**src/logic/armPkg.sv**
```systemverilog
package armPkg;

  typedef logic [31:0] wordT;
  typedef logic [3:0]  regAddrT;
  typedef logic [3:0]  condT;

  typedef enum logic [3:0] {
    aluAnd, aluEor, aluSub, aluRsb, aluAdd, aluAdc, aluOrr, aluTst, aluCmp
  } aluOpT;

  typedef struct packed {
    logic n;
    logic z;
    logic c;
    logic v;
  } flagsT;

  // No shifter, so src2 is imm8 in [7:0] or rm in [3:0]
  typedef struct packed {
    condT        cond;
    logic [1:0]  op;
    logic        imm;
    logic [3:0]  opcode;
    logic        s;
    regAddrT     rn;
    regAddrT     rd;
    logic [11:0] src2;
  } dpInstrT;

  typedef struct packed {
    condT        cond;
    logic [1:0]  op;
    logic [4:0]  mode;
    logic        load;
    regAddrT     rn;
    regAddrT     rd;
    logic [11:0] imm12;
  } memInstrT;

  typedef struct packed {
    condT        cond;
    logic [1:0]  op;
    logic [1:0]  funct;
    logic [23:0] imm24;
  } brInstrT;

  typedef union packed {
    dpInstrT  dp;
    memInstrT mem;
    brInstrT  br;
  } instrT;

  typedef enum logic [1:0] {immDp, immMem, immBranch} immSrcT;

  typedef struct packed {
    logic [1:0] regSrc;
    immSrcT     immSrc;
  } decodeCtrlT;

  typedef struct packed {
    logic  aluSrc;
    aluOpT aluOp;
    logic  swapInputs;
    logic  carryIn;
    logic  branchTaken;
  } execCtrlT;

  typedef struct packed {
    logic regWrite;
    logic memToReg;
  } wbCtrlT;

  typedef struct packed {
    logic m1EM;
    logic m1EW;
    logic m2EM;
    logic m2EW;
    logic m12DE;
  } matchT;

  typedef enum logic [1:0] {fwdRegFile, fwdResult, fwdAluOut} fwdSelT;

  typedef struct packed {
    fwdSelT forwardA;
    fwdSelT forwardB;
    logic   stallF;
    logic   stallD;
    logic   flushD;
    logic   flushE;
  } hazardT;

  typedef struct packed {
    logic write;
    wordT addr;
    wordT writeData;
  } memReqT;

  typedef struct packed {
    logic regWriteM;
    logic regWriteW;
    logic memToRegE;
    logic branchTakenE;
  } ctrlStateT;

endpackage
```
**src/logic/armPipe.sv**
```systemverilog
`timescale 1ns/100ps

module armPipe (
  input  logic           clk,
  input  logic           rstN,
  output armPkg::wordT   pc,
  input  armPkg::wordT   instr,
  output armPkg::memReqT memReq,
  input  armPkg::wordT   readData
);

  armPkg::instrT      instrD;
  armPkg::flagsT      flagsE;
  logic               noWriteE;
  armPkg::decodeCtrlT decodeCtrl;
  armPkg::execCtrlT   execCtrl;
  logic               memWrite;
  armPkg::wbCtrlT     wbCtrl;
  armPkg::matchT      match;
  armPkg::ctrlStateT  ctrlState;
  armPkg::hazardT     hazard;

  datapath iDatapath (
    .clk       (clk),
    .rstN      (rstN),
    .pc        (pc),
    .instr     (instr),
    .instrD    (instrD),
    .decodeCtrl(decodeCtrl),
    .execCtrl  (execCtrl),
    .wbCtrl    (wbCtrl),
    .memWrite  (memWrite),
    .memReq    (memReq),
    .readData  (readData),
    .flagsE    (flagsE),
    .noWriteE  (noWriteE),
    .match     (match),
    .hazard    (hazard)
  );

  controller iController (
    .clk       (clk),
    .rstN      (rstN),
    .instrD    (instrD),
    .flagsE    (flagsE),
    .noWriteE  (noWriteE),
    .hazard    (hazard),
    .decodeCtrl(decodeCtrl),
    .execCtrl  (execCtrl),
    .memWrite  (memWrite),
    .wbCtrl    (wbCtrl),
    .ctrlState (ctrlState)
  );

  hazardUnit iHazardUnit (
    .match    (match),
    .ctrlState(ctrlState),
    .hazard   (hazard)
  );

endmodule

```
**src/logic/datapath.sv**
```systemverilog
`timescale 1ns/100ps

module datapath (
  input  logic               clk,
  input  logic               rstN,
  output armPkg::wordT       pc,
  input  armPkg::wordT       instr,
  output armPkg::instrT      instrD,
  input  armPkg::decodeCtrlT decodeCtrl,
  input  armPkg::execCtrlT   execCtrl,
  input  armPkg::wbCtrlT     wbCtrl,
  input  logic               memWrite,
  output armPkg::memReqT     memReq,
  input  armPkg::wordT       readData,
  output armPkg::flagsT      flagsE,
  output logic               noWriteE,
  output armPkg::matchT      match,
  input  armPkg::hazardT     hazard
);

  typedef struct packed {
    armPkg::wordT    rd1;
    armPkg::wordT    rd2;
    armPkg::wordT    extImm;
    armPkg::regAddrT wa;
    armPkg::regAddrT ra1;
    armPkg::regAddrT ra2;
  } execRegT;

  // data is store data in memory, load data in writeback
  typedef struct packed {
    armPkg::wordT    aluOut;
    armPkg::wordT    data;
    armPkg::regAddrT wa;
  } lateRegT;

  armPkg::wordT    pcPlus4F, pcNextF;
  armPkg::regAddrT ra1D, ra2D;
  armPkg::wordT    rd1D, rd2D, extImmD;
  armPkg::wordT    srcAE, srcBE, writeDataE;
  armPkg::wordT    aluAE, aluBE, aluResultE;
  armPkg::wordT    resultW;
  execRegT         exR;
  lateRegT         memR, wbR;

  function automatic armPkg::wordT bypass(armPkg::fwdSelT sel, armPkg::wordT regVal,
                                          armPkg::wordT result, armPkg::wordT aluOut);
    case (sel)
      armPkg::fwdResult: return result;
      armPkg::fwdAluOut: return aluOut;
      default: return regVal;
    endcase
  endfunction

  assign pcPlus4F = pc + 32'd4;
  assign pcNextF  = execCtrl.branchTaken ? aluResultE : pcPlus4F;

  always_ff @(posedge clk or negedge rstN) begin
    if (!rstN) begin
      pc     <= '0;
      instrD <= '0;
    end else begin
      if (!hazard.stallF) begin
        pc <= pcNextF;
      end
      if (!hazard.stallD) begin
        instrD <= hazard.flushD ? '0 : instr;
      end
    end
  end

  assign ra1D = decodeCtrl.regSrc[0] ? 4'd15 : instrD.dp.rn;
  assign ra2D = decodeCtrl.regSrc[1] ? instrD.mem.rd : instrD.dp.src2[3:0];

  // Fetch PC+4 is PC+8 of the decode instruction
  regFile iRegFile (
    .clk    (clk),
    .we     (wbCtrl.regWrite),
    .ra1    (ra1D),
    .ra2    (ra2D),
    .wa     (wbR.wa),
    .wd     (resultW),
    .pcPlus8(pcPlus4F),
    .rd1    (rd1D),
    .rd2    (rd2D)
  );

  always_comb begin
    case (decodeCtrl.immSrc)
      armPkg::immDp:  extImmD = {24'b0, instrD.dp.src2[7:0]};
      armPkg::immMem: extImmD = {20'b0, instrD.mem.imm12};
      default:        extImmD = {{6{instrD.br.imm24[23]}}, instrD.br.imm24, 2'b00};
    endcase
  end

  always_ff @(posedge clk or negedge rstN) begin
    if (!rstN) begin
      exR  <= '0;
      memR <= '0;
      wbR  <= '0;
    end else begin
      exR  <= '{rd1: rd1D, rd2: rd2D, extImm: extImmD, wa: instrD.dp.rd,
                ra1: ra1D, ra2: ra2D};
      memR <= '{aluOut: aluResultE, data: writeDataE, wa: exR.wa};
      wbR  <= '{aluOut: memR.aluOut, data: readData, wa: memR.wa};
    end
  end

  assign srcAE      = bypass(hazard.forwardA, exR.rd1, resultW, memR.aluOut);
  assign writeDataE = bypass(hazard.forwardB, exR.rd2, resultW, memR.aluOut);
  assign srcBE      = execCtrl.aluSrc ? exR.extImm : writeDataE;
  // RSB runs as SUB on swapped operands
  assign aluAE      = execCtrl.swapInputs ? srcBE : srcAE;
  assign aluBE      = execCtrl.swapInputs ? srcAE : srcBE;

  alu iAlu (
    .a      (aluAE),
    .b      (aluBE),
    .aluOp  (execCtrl.aluOp),
    .carryIn(execCtrl.carryIn),
    .result (aluResultE),
    .flags  (flagsE),
    .noWrite(noWriteE)
  );

  assign memReq  = '{write: memWrite, addr: memR.aluOut, writeData: memR.data};
  assign resultW = wbCtrl.memToReg ? wbR.data : wbR.aluOut;

  assign match.m1EM  = (memR.wa == exR.ra1);
  assign match.m1EW  = (wbR.wa == exR.ra1);
  assign match.m2EM  = (memR.wa == exR.ra2);
  assign match.m2EW  = (wbR.wa == exR.ra2);
  assign match.m12DE = (exR.wa == ra1D) || (exR.wa == ra2D);

  // A fetch stall during a taken branch would lose the redirect
  assert property (@(posedge clk) disable iff (!rstN)
                   !(hazard.stallF && execCtrl.branchTaken))
    else $error("datapath: load-use stall during taken branch");

endmodule

```
**src/logic/hazardUnit.sv**
```systemverilog
`timescale 1ns/100ps

module hazardUnit (
  input  armPkg::matchT     match,
  input  armPkg::ctrlStateT ctrlState,
  output armPkg::hazardT    hazard
);

  logic loadStall;

  // Memory stage holds the younger value, so it wins
  function automatic armPkg::fwdSelT fwdSel(logic matchM, logic matchW,
                                            armPkg::ctrlStateT st);
    if (matchM && st.regWriteM) begin
      return armPkg::fwdAluOut;
    end else if (matchW && st.regWriteW) begin
      return armPkg::fwdResult;
    end
    return armPkg::fwdRegFile;
  endfunction

  assign hazard.forwardA = fwdSel(match.m1EM, match.m1EW, ctrlState);
  assign hazard.forwardB = fwdSel(match.m2EM, match.m2EW, ctrlState);

  // Load in execute with its user in decode
  assign loadStall = match.m12DE & ctrlState.memToRegE;

  assign hazard.stallF = loadStall;
  assign hazard.stallD = loadStall;
  assign hazard.flushD = ctrlState.branchTakenE;
  assign hazard.flushE = loadStall | ctrlState.branchTakenE;

endmodule

```
**src/logic/controller.sv**
```systemverilog
`timescale 1ns/100ps

module controller (
  input  logic               clk,
  input  logic               rstN,
  input  armPkg::instrT      instrD,
  input  armPkg::flagsT      flagsE,
  input  logic               noWriteE,
  input  armPkg::hazardT     hazard,
  output armPkg::decodeCtrlT decodeCtrl,
  output armPkg::execCtrlT   execCtrl,
  output logic               memWrite,
  output armPkg::wbCtrlT     wbCtrl,
  output armPkg::ctrlStateT  ctrlState
);

  typedef struct packed {
    armPkg::condT   cond;
    armPkg::aluOpT  aluOp;
    logic           aluSrc;
    logic           swapInputs;
    logic           flagWrite;
    logic           branch;
    logic           memWrite;
    armPkg::wbCtrlT wb;
  } exCtrlT;

  typedef struct packed {
    logic           memWrite;
    armPkg::wbCtrlT wb;
  } memCtrlT;

  exCtrlT         ctrlD, exR;
  memCtrlT        memR;
  armPkg::wbCtrlT wbR;
  armPkg::flagsT  flags, flagsNext;
  logic           condE;

  function automatic logic condHolds(armPkg::condT cond, armPkg::flagsT f);
    case (cond)
      4'h0: return f.z;
      4'h1: return !f.z;
      4'h2: return f.c;
      4'h3: return !f.c;
      4'h4: return f.n;
      4'h5: return !f.n;
      4'h6: return f.v;
      4'h7: return !f.v;
      4'h8: return f.c && !f.z;
      4'h9: return !f.c || f.z;
      4'ha: return f.n == f.v;
      4'hb: return f.n != f.v;
      4'hc: return !f.z && (f.n == f.v);
      4'hd: return f.z || (f.n != f.v);
      4'he: return 1'b1;
      default: return 1'b0;
    endcase
  endfunction

  always_comb begin
    ctrlD      = '0;
    ctrlD.cond = instrD.dp.cond;
    decodeCtrl = '{regSrc: 2'b00, immSrc: armPkg::immDp};
    case (instrD.dp.op)
      2'b00: begin
        ctrlD.aluSrc      = instrD.dp.imm;
        ctrlD.flagWrite   = instrD.dp.s;
        ctrlD.wb.regWrite = 1'b1;
        case (instrD.dp.opcode)
          4'b0000: ctrlD.aluOp = armPkg::aluAnd;
          4'b0001: ctrlD.aluOp = armPkg::aluEor;
          4'b0010: ctrlD.aluOp = armPkg::aluSub;
          4'b0011: begin
            ctrlD.aluOp      = armPkg::aluRsb;
            ctrlD.swapInputs = 1'b1;
          end
          4'b0100: ctrlD.aluOp = armPkg::aluAdd;
          4'b0101: ctrlD.aluOp = armPkg::aluAdc;
          4'b1000: ctrlD.aluOp = armPkg::aluTst;
          4'b1010: ctrlD.aluOp = armPkg::aluCmp;
          4'b1100: ctrlD.aluOp = armPkg::aluOrr;
          default: ctrlD = '0;
        endcase
      end
      2'b01: begin
        // Store reads rd through the second port
        decodeCtrl     = '{regSrc: {~instrD.mem.load, 1'b0}, immSrc: armPkg::immMem};
        ctrlD.aluSrc   = 1'b1;
        ctrlD.aluOp    = armPkg::aluAdd;
        ctrlD.memWrite = ~instrD.mem.load;
        ctrlD.wb       = '{regWrite: instrD.mem.load, memToReg: instrD.mem.load};
      end
      2'b10: begin
        decodeCtrl   = '{regSrc: 2'b01, immSrc: armPkg::immBranch};
        ctrlD.aluSrc = 1'b1;
        ctrlD.aluOp  = armPkg::aluAdd;
        ctrlD.branch = 1'b1;
      end
      default: ctrlD = '0;
    endcase
  end

  assign condE = condHolds(exR.cond, flags);

  assign execCtrl = '{aluSrc: exR.aluSrc, aluOp: exR.aluOp, swapInputs: exR.swapInputs,
                      carryIn: flags.c, branchTaken: exR.branch & condE};

  // Logic ops leave V alone
  always_comb begin
    flagsNext = flagsE;
    if (exR.aluOp inside {armPkg::aluAnd, armPkg::aluEor, armPkg::aluOrr, armPkg::aluTst}) begin
      flagsNext.v = flags.v;
    end
  end

  always_ff @(posedge clk or negedge rstN) begin
    if (!rstN) begin
      exR   <= '0;
      memR  <= '0;
      wbR   <= '0;
      flags <= '0;
    end else begin
      if (hazard.flushE) begin
        exR <= '0;
      end else begin
        exR <= ctrlD;
      end
      memR.memWrite    <= exR.memWrite & condE;
      memR.wb.regWrite <= exR.wb.regWrite & condE & ~noWriteE;
      memR.wb.memToReg <= exR.wb.memToReg;
      wbR              <= memR.wb;
      if (exR.flagWrite && condE) begin
        flags <= flagsNext;
      end
    end
  end

  assign memWrite  = memR.memWrite;
  assign wbCtrl    = wbR;
  assign ctrlState = '{regWriteM: memR.wb.regWrite, regWriteW: wbR.regWrite,
                       memToRegE: exR.wb.memToReg, branchTakenE: execCtrl.branchTaken};

endmodule

```
**src/logic/regFile.sv**
```systemverilog
`timescale 1ns/100ps

module regFile (
  input  logic            clk,
  input  logic            we,
  input  armPkg::regAddrT ra1,
  input  armPkg::regAddrT ra2,
  input  armPkg::regAddrT wa,
  input  armPkg::wordT    wd,
  input  armPkg::wordT    pcPlus8,
  output armPkg::wordT    rd1,
  output armPkg::wordT    rd2
);

  armPkg::wordT regs [0:14];

  // Falling edge write, so decode sees writeback in the same cycle
  always_ff @(negedge clk) begin
    if (we) begin
      regs[wa] <= wd;
    end
  end

  assign rd1 = (ra1 == 4'd15) ? pcPlus8 : regs[ra1];
  assign rd2 = (ra2 == 4'd15) ? pcPlus8 : regs[ra2];

  // r15 is the PC and is never a writeback target
  assert property (@(negedge clk) we |-> wa != 4'd15)
    else $error("regFile: write to r15");

endmodule

```
**src/logic/alu.sv**
```systemverilog
`timescale 1ns/100ps

module alu (
  input  armPkg::wordT  a,
  input  armPkg::wordT  b,
  input  armPkg::aluOpT aluOp,
  input  logic          carryIn,
  output armPkg::wordT  result,
  output armPkg::flagsT flags,
  output logic          noWrite
);

  logic         subtract;
  logic         arith;
  logic         cin;
  armPkg::wordT bOp;
  logic [32:0]  sum;

  // Subtract is a plus inverted b plus one
  assign subtract = aluOp inside {armPkg::aluSub, armPkg::aluRsb, armPkg::aluCmp};
  assign cin      = subtract | (aluOp == armPkg::aluAdc && carryIn);
  assign bOp      = subtract ? ~b : b;
  assign sum      = {1'b0, a} + {1'b0, bOp} + {32'b0, cin};

  always_comb begin
    result  = sum[31:0];
    arith   = 1'b1;
    noWrite = 1'b0;
    case (aluOp)
      armPkg::aluAnd: begin
        result = a & b;
        arith  = 1'b0;
      end
      armPkg::aluEor: begin
        result = a ^ b;
        arith  = 1'b0;
      end
      armPkg::aluOrr: begin
        result = a | b;
        arith  = 1'b0;
      end
      armPkg::aluTst: begin
        result  = a & b;
        arith   = 1'b0;
        noWrite = 1'b1;
      end
      armPkg::aluCmp: noWrite = 1'b1;
      default: result = sum[31:0];
    endcase
  end

  assign flags.n = result[31];
  assign flags.z = (result == '0);
  // Logic ops keep the incoming carry
  assign flags.c = arith ? sum[32] : carryIn;
  assign flags.v = arith & (a[31] == bOp[31]) & (sum[31] != a[31]);

endmodule

```
**config.mk**
```make
export PLATFORM = sky130hd
export DESIGN_NAME = armPipe
export DESIGN_NICKNAME = d
export VERILOG_FILES = /design/src/logic/armPkg.sv /design/src/logic/armPipe.sv /design/src/logic/datapath.sv /design/src/logic/hazardUnit.sv /design/src/logic/controller.sv /design/src/logic/regFile.sv /design/src/logic/alu.sv
export SDC_FILE = /design/constraint.sdc
export NUM_CORES = 2
export LEC_CHECK = 0
export BUFFER_PORTS_ARGS = -buffer_cell sky130_fd_sc_hd__clkbuf_2
export CAP_MARGIN = 20
export CORE_MARGIN = 2
export CORE_UTILIZATION = 50
export DETAILED_ROUTE_END_ITERATION = 8
export PLACE_DENSITY = 0.67
export SETUP_SLACK_MARGIN = 0.4
export SLEW_MARGIN = 20
export SYNTH_ARGS = -nofsm -noshare
export SYNTH_HDL_FRONTEND = slang
export SYNTH_HIERARCHICAL = 1
export SYNTH_SLANG_ARGS = --single-unit
```
**constraint.sdc**
```tcl
create_clock -name clk -period 9.2 [get_ports clk]
set_input_delay 0.92 -clock clk [delete_from_list [all_inputs] [get_ports clk]]
set_output_delay 0.92 -clock clk [all_outputs]
set_load 0.05 [all_outputs]
```
==> metrics.md <==
| Metric | Value |
|---|---|
| Status | `finished, final reports clean` |
| Drt drc | `0` |
| # rows | `approximately 110` |
| Port Buffer Count | `between 150 and 200` |
| Initial core utilization | `50.53%` |
| EDFF count, synth | `480` |
| Cell Int Power | `roughly 9.8 mW` |
| CTS sink cnt | `around 810` |
| Max transition margin | `23.04%` |
| Clock-pin slew on the worst setup and hold paths | `approximately 0.06 ns` |
| Mapped Avg Cell Area | `12.58 um^2` |
| Post-route ant nets | `0` |
| # hold bufs at CTS | `0` |
| Max-cap viol count | `0` |
| Area grow syn2layout | `14.33%` |
| Leak Pwr | `~21 nW` |
| Cell family with the largest share of critical-path delay | `simple AND/OR/NAND/NOR gates` |
| Clk root buf | `clkbuf_16` |
| Fin crit share | `~83%` |
| Non-Filler Instances | `about 5000` |
| Worst Path Arrival | `a little over 8 ns` |
| Placed Instances | `between 4000 and 5000` |
| Post-CTS Setup Bufs | `0` |
| Routed wire per std cell | `28.80 um` |
| Clk_skew | `about 0.058 ns` |
| Setup crit start kind | `flip-flop` |
| Yosys reg bits | `around 810` |
| Peak VDD IR | `about 0.00021 V` |
| Vias per inst | `~6.4` |
| RR Startpoint | `iDatapath/wbR[1]$_DFF_PN0_` |
| Part of the power in registers | `roughly 30%` |
| Crit path max fanout | `26` |
| Total CTS buffers | `between 80 and 90` |
| DR vias | `approximately 32000` |
| Die ar. | `around 0.087 mm^2` |
| Clk buf depth | `3` |
| Fmax achieved | `131.0 MHz` |
| Num ports | `163` |
| Final #Nets | `between 4000 and 5000` |
| Worst path max stage delay | `approximately 0.77 ns` |
| Flop-to-flop setup slack | `1.57 ns` |
| Drt total wl | `about 150 mm` |
| Clock power share | `approximately 26%` |
| CTS tree | `yes` |
| Fillers | `about 7000` |
| Synth warn | `6` |
| GPL Wtd Cong | `between 1 and 1.5` |
| GR Util All Layers | `around 33%` |
| First-pass GRT wire length | `~210 mm` |
| Seq/Total Area, Yosys | `53.29%` |
| Max-slew violations | `0` |
| Crit path launch | `iDatapath/wbR[1]$_DFF_PN0_` |
| Final min period | `7.634 ns` |
| Post-Synthesis Cells | `approximately 3400` |
| Switching pwr | `8.225 mW` |
| HPWL Detailed | `98.65 mm` |
| Endpoints failing hold | `0` |
| Power Total | `18.00 mW` |
| Setup CP Type | `reg2reg` |
| Initial DRT Pass Iterations | `9` |
| Largest net degree at the start of global routing | `approximately 170` |
| Worst EP required | `around 9.8 ns` |
| Switching Fraction | `between 40% and 50%` |
| Worst-margin pin slew | `1.152 ns` |
| RSZ-0062 raised after global routing | `false` |
| Vias in the first global route | `around 33000` |
| Crit-path cells | `xor2_1 -> nor4_1 -> nand2_1 -> nor2_1 -> inv_1 -> ha_2 -> buf_4 -> a221o_1 -> nand3b_1 -> a22oi_1 -> inv_1 -> xnor2_1 -> ha_1 -> nand2_1 -> a211oi_1 -> o211ai_1 -> a21boi_0 -> o31ai_1 -> a2111oi_0 -> nand4bb_1 -> or4_1 -> or4b_1 -> nor3_2 -> mux2_1` |
| DRT iter0 DRCs | `roughly 4000` |
| R2R cell count | `24` |
| Clk_lat worst skew | `around 0.69 ns` |
| Total negative slack | `0 ns` |
| Initial antenna violation count | `10` |
| Pwr Density | `around 370 mW/mm^2` |
| Top_reg_cell synth | `edfxtp_1` |
| Levels on crit path | `24` |
| GRT overflow | `0` |
| Die Wd | `295.0 um` |
| Synth unique cells | `100` |
| Capture point of the critical path | `iController/flags[2]$_DFFE_PN0P_` |
| Async set-reset flop share out of synthesis | `about 40%` |
| Crit path buf inv count | `3` |
| Core Region | `approximately 0.084 mm^2` |
| Proportion of layout cells with a drive suffix above 1 | `roughly 18%` |
| H-tree Lvls | `3` |
| Slowest cell on the critical path | `a2111oi_0` |
| Syn nets | `~3500` |
| Die Y-Extent | `between 200 and 300 um` |
| Min-Delay Path Class | `in2async` |
| FF-to-FF End | `iController/flags[2]$_DFFE_PN0P_` |
| PostCTS Resize Cnt | `0` |
| Combinational group share of total power | `roughly 44%` |
| Final setup fails | `0` |
| Synth Cell Area | `approximately 0.042 mm^2` |
| Kind of end point of the critical path | `flip-flop` |
-- cell type report --
type	instances	area [um^2]	share of cell area [%]
diodes	1	2.502	0.005168
clock buffers	105	2456	5.072
clock inverters	540	2491	5.145
inverters	99	371.6	0.7674
multi-input cells	2126	17660	36.47
flip-flops and latches	806	22580	46.62
well taps	1134	1419	2.930
repair buffers	238	1445	2.984
-- worst min path at each step --
stage | startpoint | to | slack [ns] | cells past startpoint
after floorplan | iController/memR[0]$_DFF_PN0_ | iController/wbCtrl[0]$_DFF_PN0_ | 0.33 | 0
after detailed placement | iController/memR[0]$_DFF_PN0_ | iController/wbCtrl[0]$_DFF_PN0_ | 0.35 | 0
final | rstN | iDatapath/pc[5]$_DFFE_PN0N_ | 0.18 | 1
after CTS | rstN | iDatapath/pc[6]$_DFFE_PN0N_ | 0.21 | 1
after global routing | rstN | iDatapath/pc[5]$_DFFE_PN0N_ | 0.23 | 1
after global placement | iController/memR[0]$_DFF_PN0_ | iController/wbCtrl[0]$_DFF_PN0_ | 0.34 | 0
-- Yosys cell counts, types with 12 or more instances --
master | instances | area (um^2)
a31oi_1 | 55 | 344.1
edfxtp_1 | 480 | 14410
a222oi_1 | 12 | 120.1
mux2_2 | 102 | 1149
buf_1 | 15 | 56.30
a221oi_1 | 22 | 192.7
inv_1 | 99 | 371.6
nand2b_1 | 73 | 456.7
nor3_1 | 23 | 115.1
buf_2 | 46 | 230.2
ha_1 | 107 | 1339
a211o_1 | 13 | 113.9
o32ai_1 | 13 | 113.9
nand4_1 | 26 | 162.7
nand3b_1 | 31 | 232.7
xnor2_1 | 66 | 578.1
buf_6 | 21 | 236.5
o2111ai_1 | 37 | 324.1
nand2_1 | 193 | 724.4
o21ai_0 | 147 | 735.7
nor2_1 | 144 | 540.5
mux2i_1 | 191 | 1912
o22ai_1 | 20 | 125.1
buf_4 | 116 | 870.8
xor2_1 | 31 | 271.5
clkbuf_1 | 133 | 499.2
and2_1 | 55 | 344.1
dfrtp_1 | 326 | 8158
o211ai_1 | 19 | 142.6
or2_2 | 19 | 118.9
a21oi_1 | 113 | 565.5
nand3_1 | 29 | 145.1
a221o_1 | 67 | 670.6
a21o_1 | 33 | 247.7
nor2b_1 | 36 | 225.2
a211oi_1 | 15 | 112.6
a22oi_1 | 119 | 893.4
mux4_2 | 117 | 2635
-- layer usage --
metal  part of all wire [%]  wire (um)  vias to the layer above  global-route usage [%]
li1                       -          -                    13739                       -
met1                     39      56580                    16277                   43.71
met2                     46      66870                     1924                   51.35
met3                     10      14830                      365                   7.533
met4                    4.9       7115                        4                   17.07
met5                  0.015         22                        -                       0
-- cell usage in the layout (no fill, tap or decap), types with 13 or more instances in the layout --
cell,netlist,routed
ha_1,107,106
xnor2_1,66,66
nand3b_1,31,31
a221oi_1,22,22
mux4_2,117,117
o2111ai_1,37,37
and2_1,55,54
a221o_1,67,67
nand3_1,29,28
o32ai_1,13,13
a21o_1,33,33
o21ai_0,147,147
o211ai_1,19,19
o22ai_1,20,20
a21oi_1,113,113
a31oi_1,55,55
nand4_1,26,26
nor3_1,23,18
nand2b_1,73,72
a211oi_1,15,15
mux2i_1,191,191
xor2_1,31,31
a22oi_1,119,119
inv_1,99,588
clkbuf_16,0,96
mux2_2,102,99
buf_4,116,71
or2_2,19,16
edfxtp_1,480,480
a211o_1,13,13
nand2_1,193,193
clkbuf_2,3,161
nor2_1,144,130
dfrtp_1,326,323
nor2b_1,36,33
-- power by group through the flow --
stage / Sequential, mW / Combinational (mW) / Clock, mW
final: 5.38 / 7.98 / 4.65
after CTS: 5.35 / 7.79 / 4.71
after detailed placement: 5.40 / 7.75 / 0.309
after global placement: 5.39 / 7.67 / 0.309
after global routing: 5.41 / 8.40 / 5.01
after floorplan: 5.16 / 5.43 / 0.309
-- sequential cells by signal (all words and copies together) (netlist names), 3 cells and up --
signal,cells
iDatapath/wbR,68
iDatapath/memR,4
iController/ctrlState,3
iController/exR,8
iController/flags,3
iDatapath/memReq,64
iController/execCtrl,7
iDatapath/iRegFile/regs,480
iDatapath/exR,102
iDatapath/pc,32
iDatapath/instrD,32
-- through the flow --
stage                     hold WS, ns  utilization [%]  area, um^2  setup WS [ns]
after floorplan                0.3312                -       42350         0.9850
after global placement         0.3359            51.79       43410          1.743
after detailed placement       0.3465            51.83       43440          1.769
after CTS                      0.2085            57.73       48390          1.704
after global routing           0.2300            57.77       48420          1.174
final                          0.1771            57.77       48420          1.566
-- kinds of logic after synthesis --
logic type                 synth area share (%)
buffers and inverters                     5.439
xor gates and xnor gates                  2.006
and+or+nand+nor                           8.688
AOI/OAI and AO/OA                         13.45
muxes                                     13.86
adders and majority gates                 3.256
DFF                                       53.29
Power figures use the tool's default switching activity.
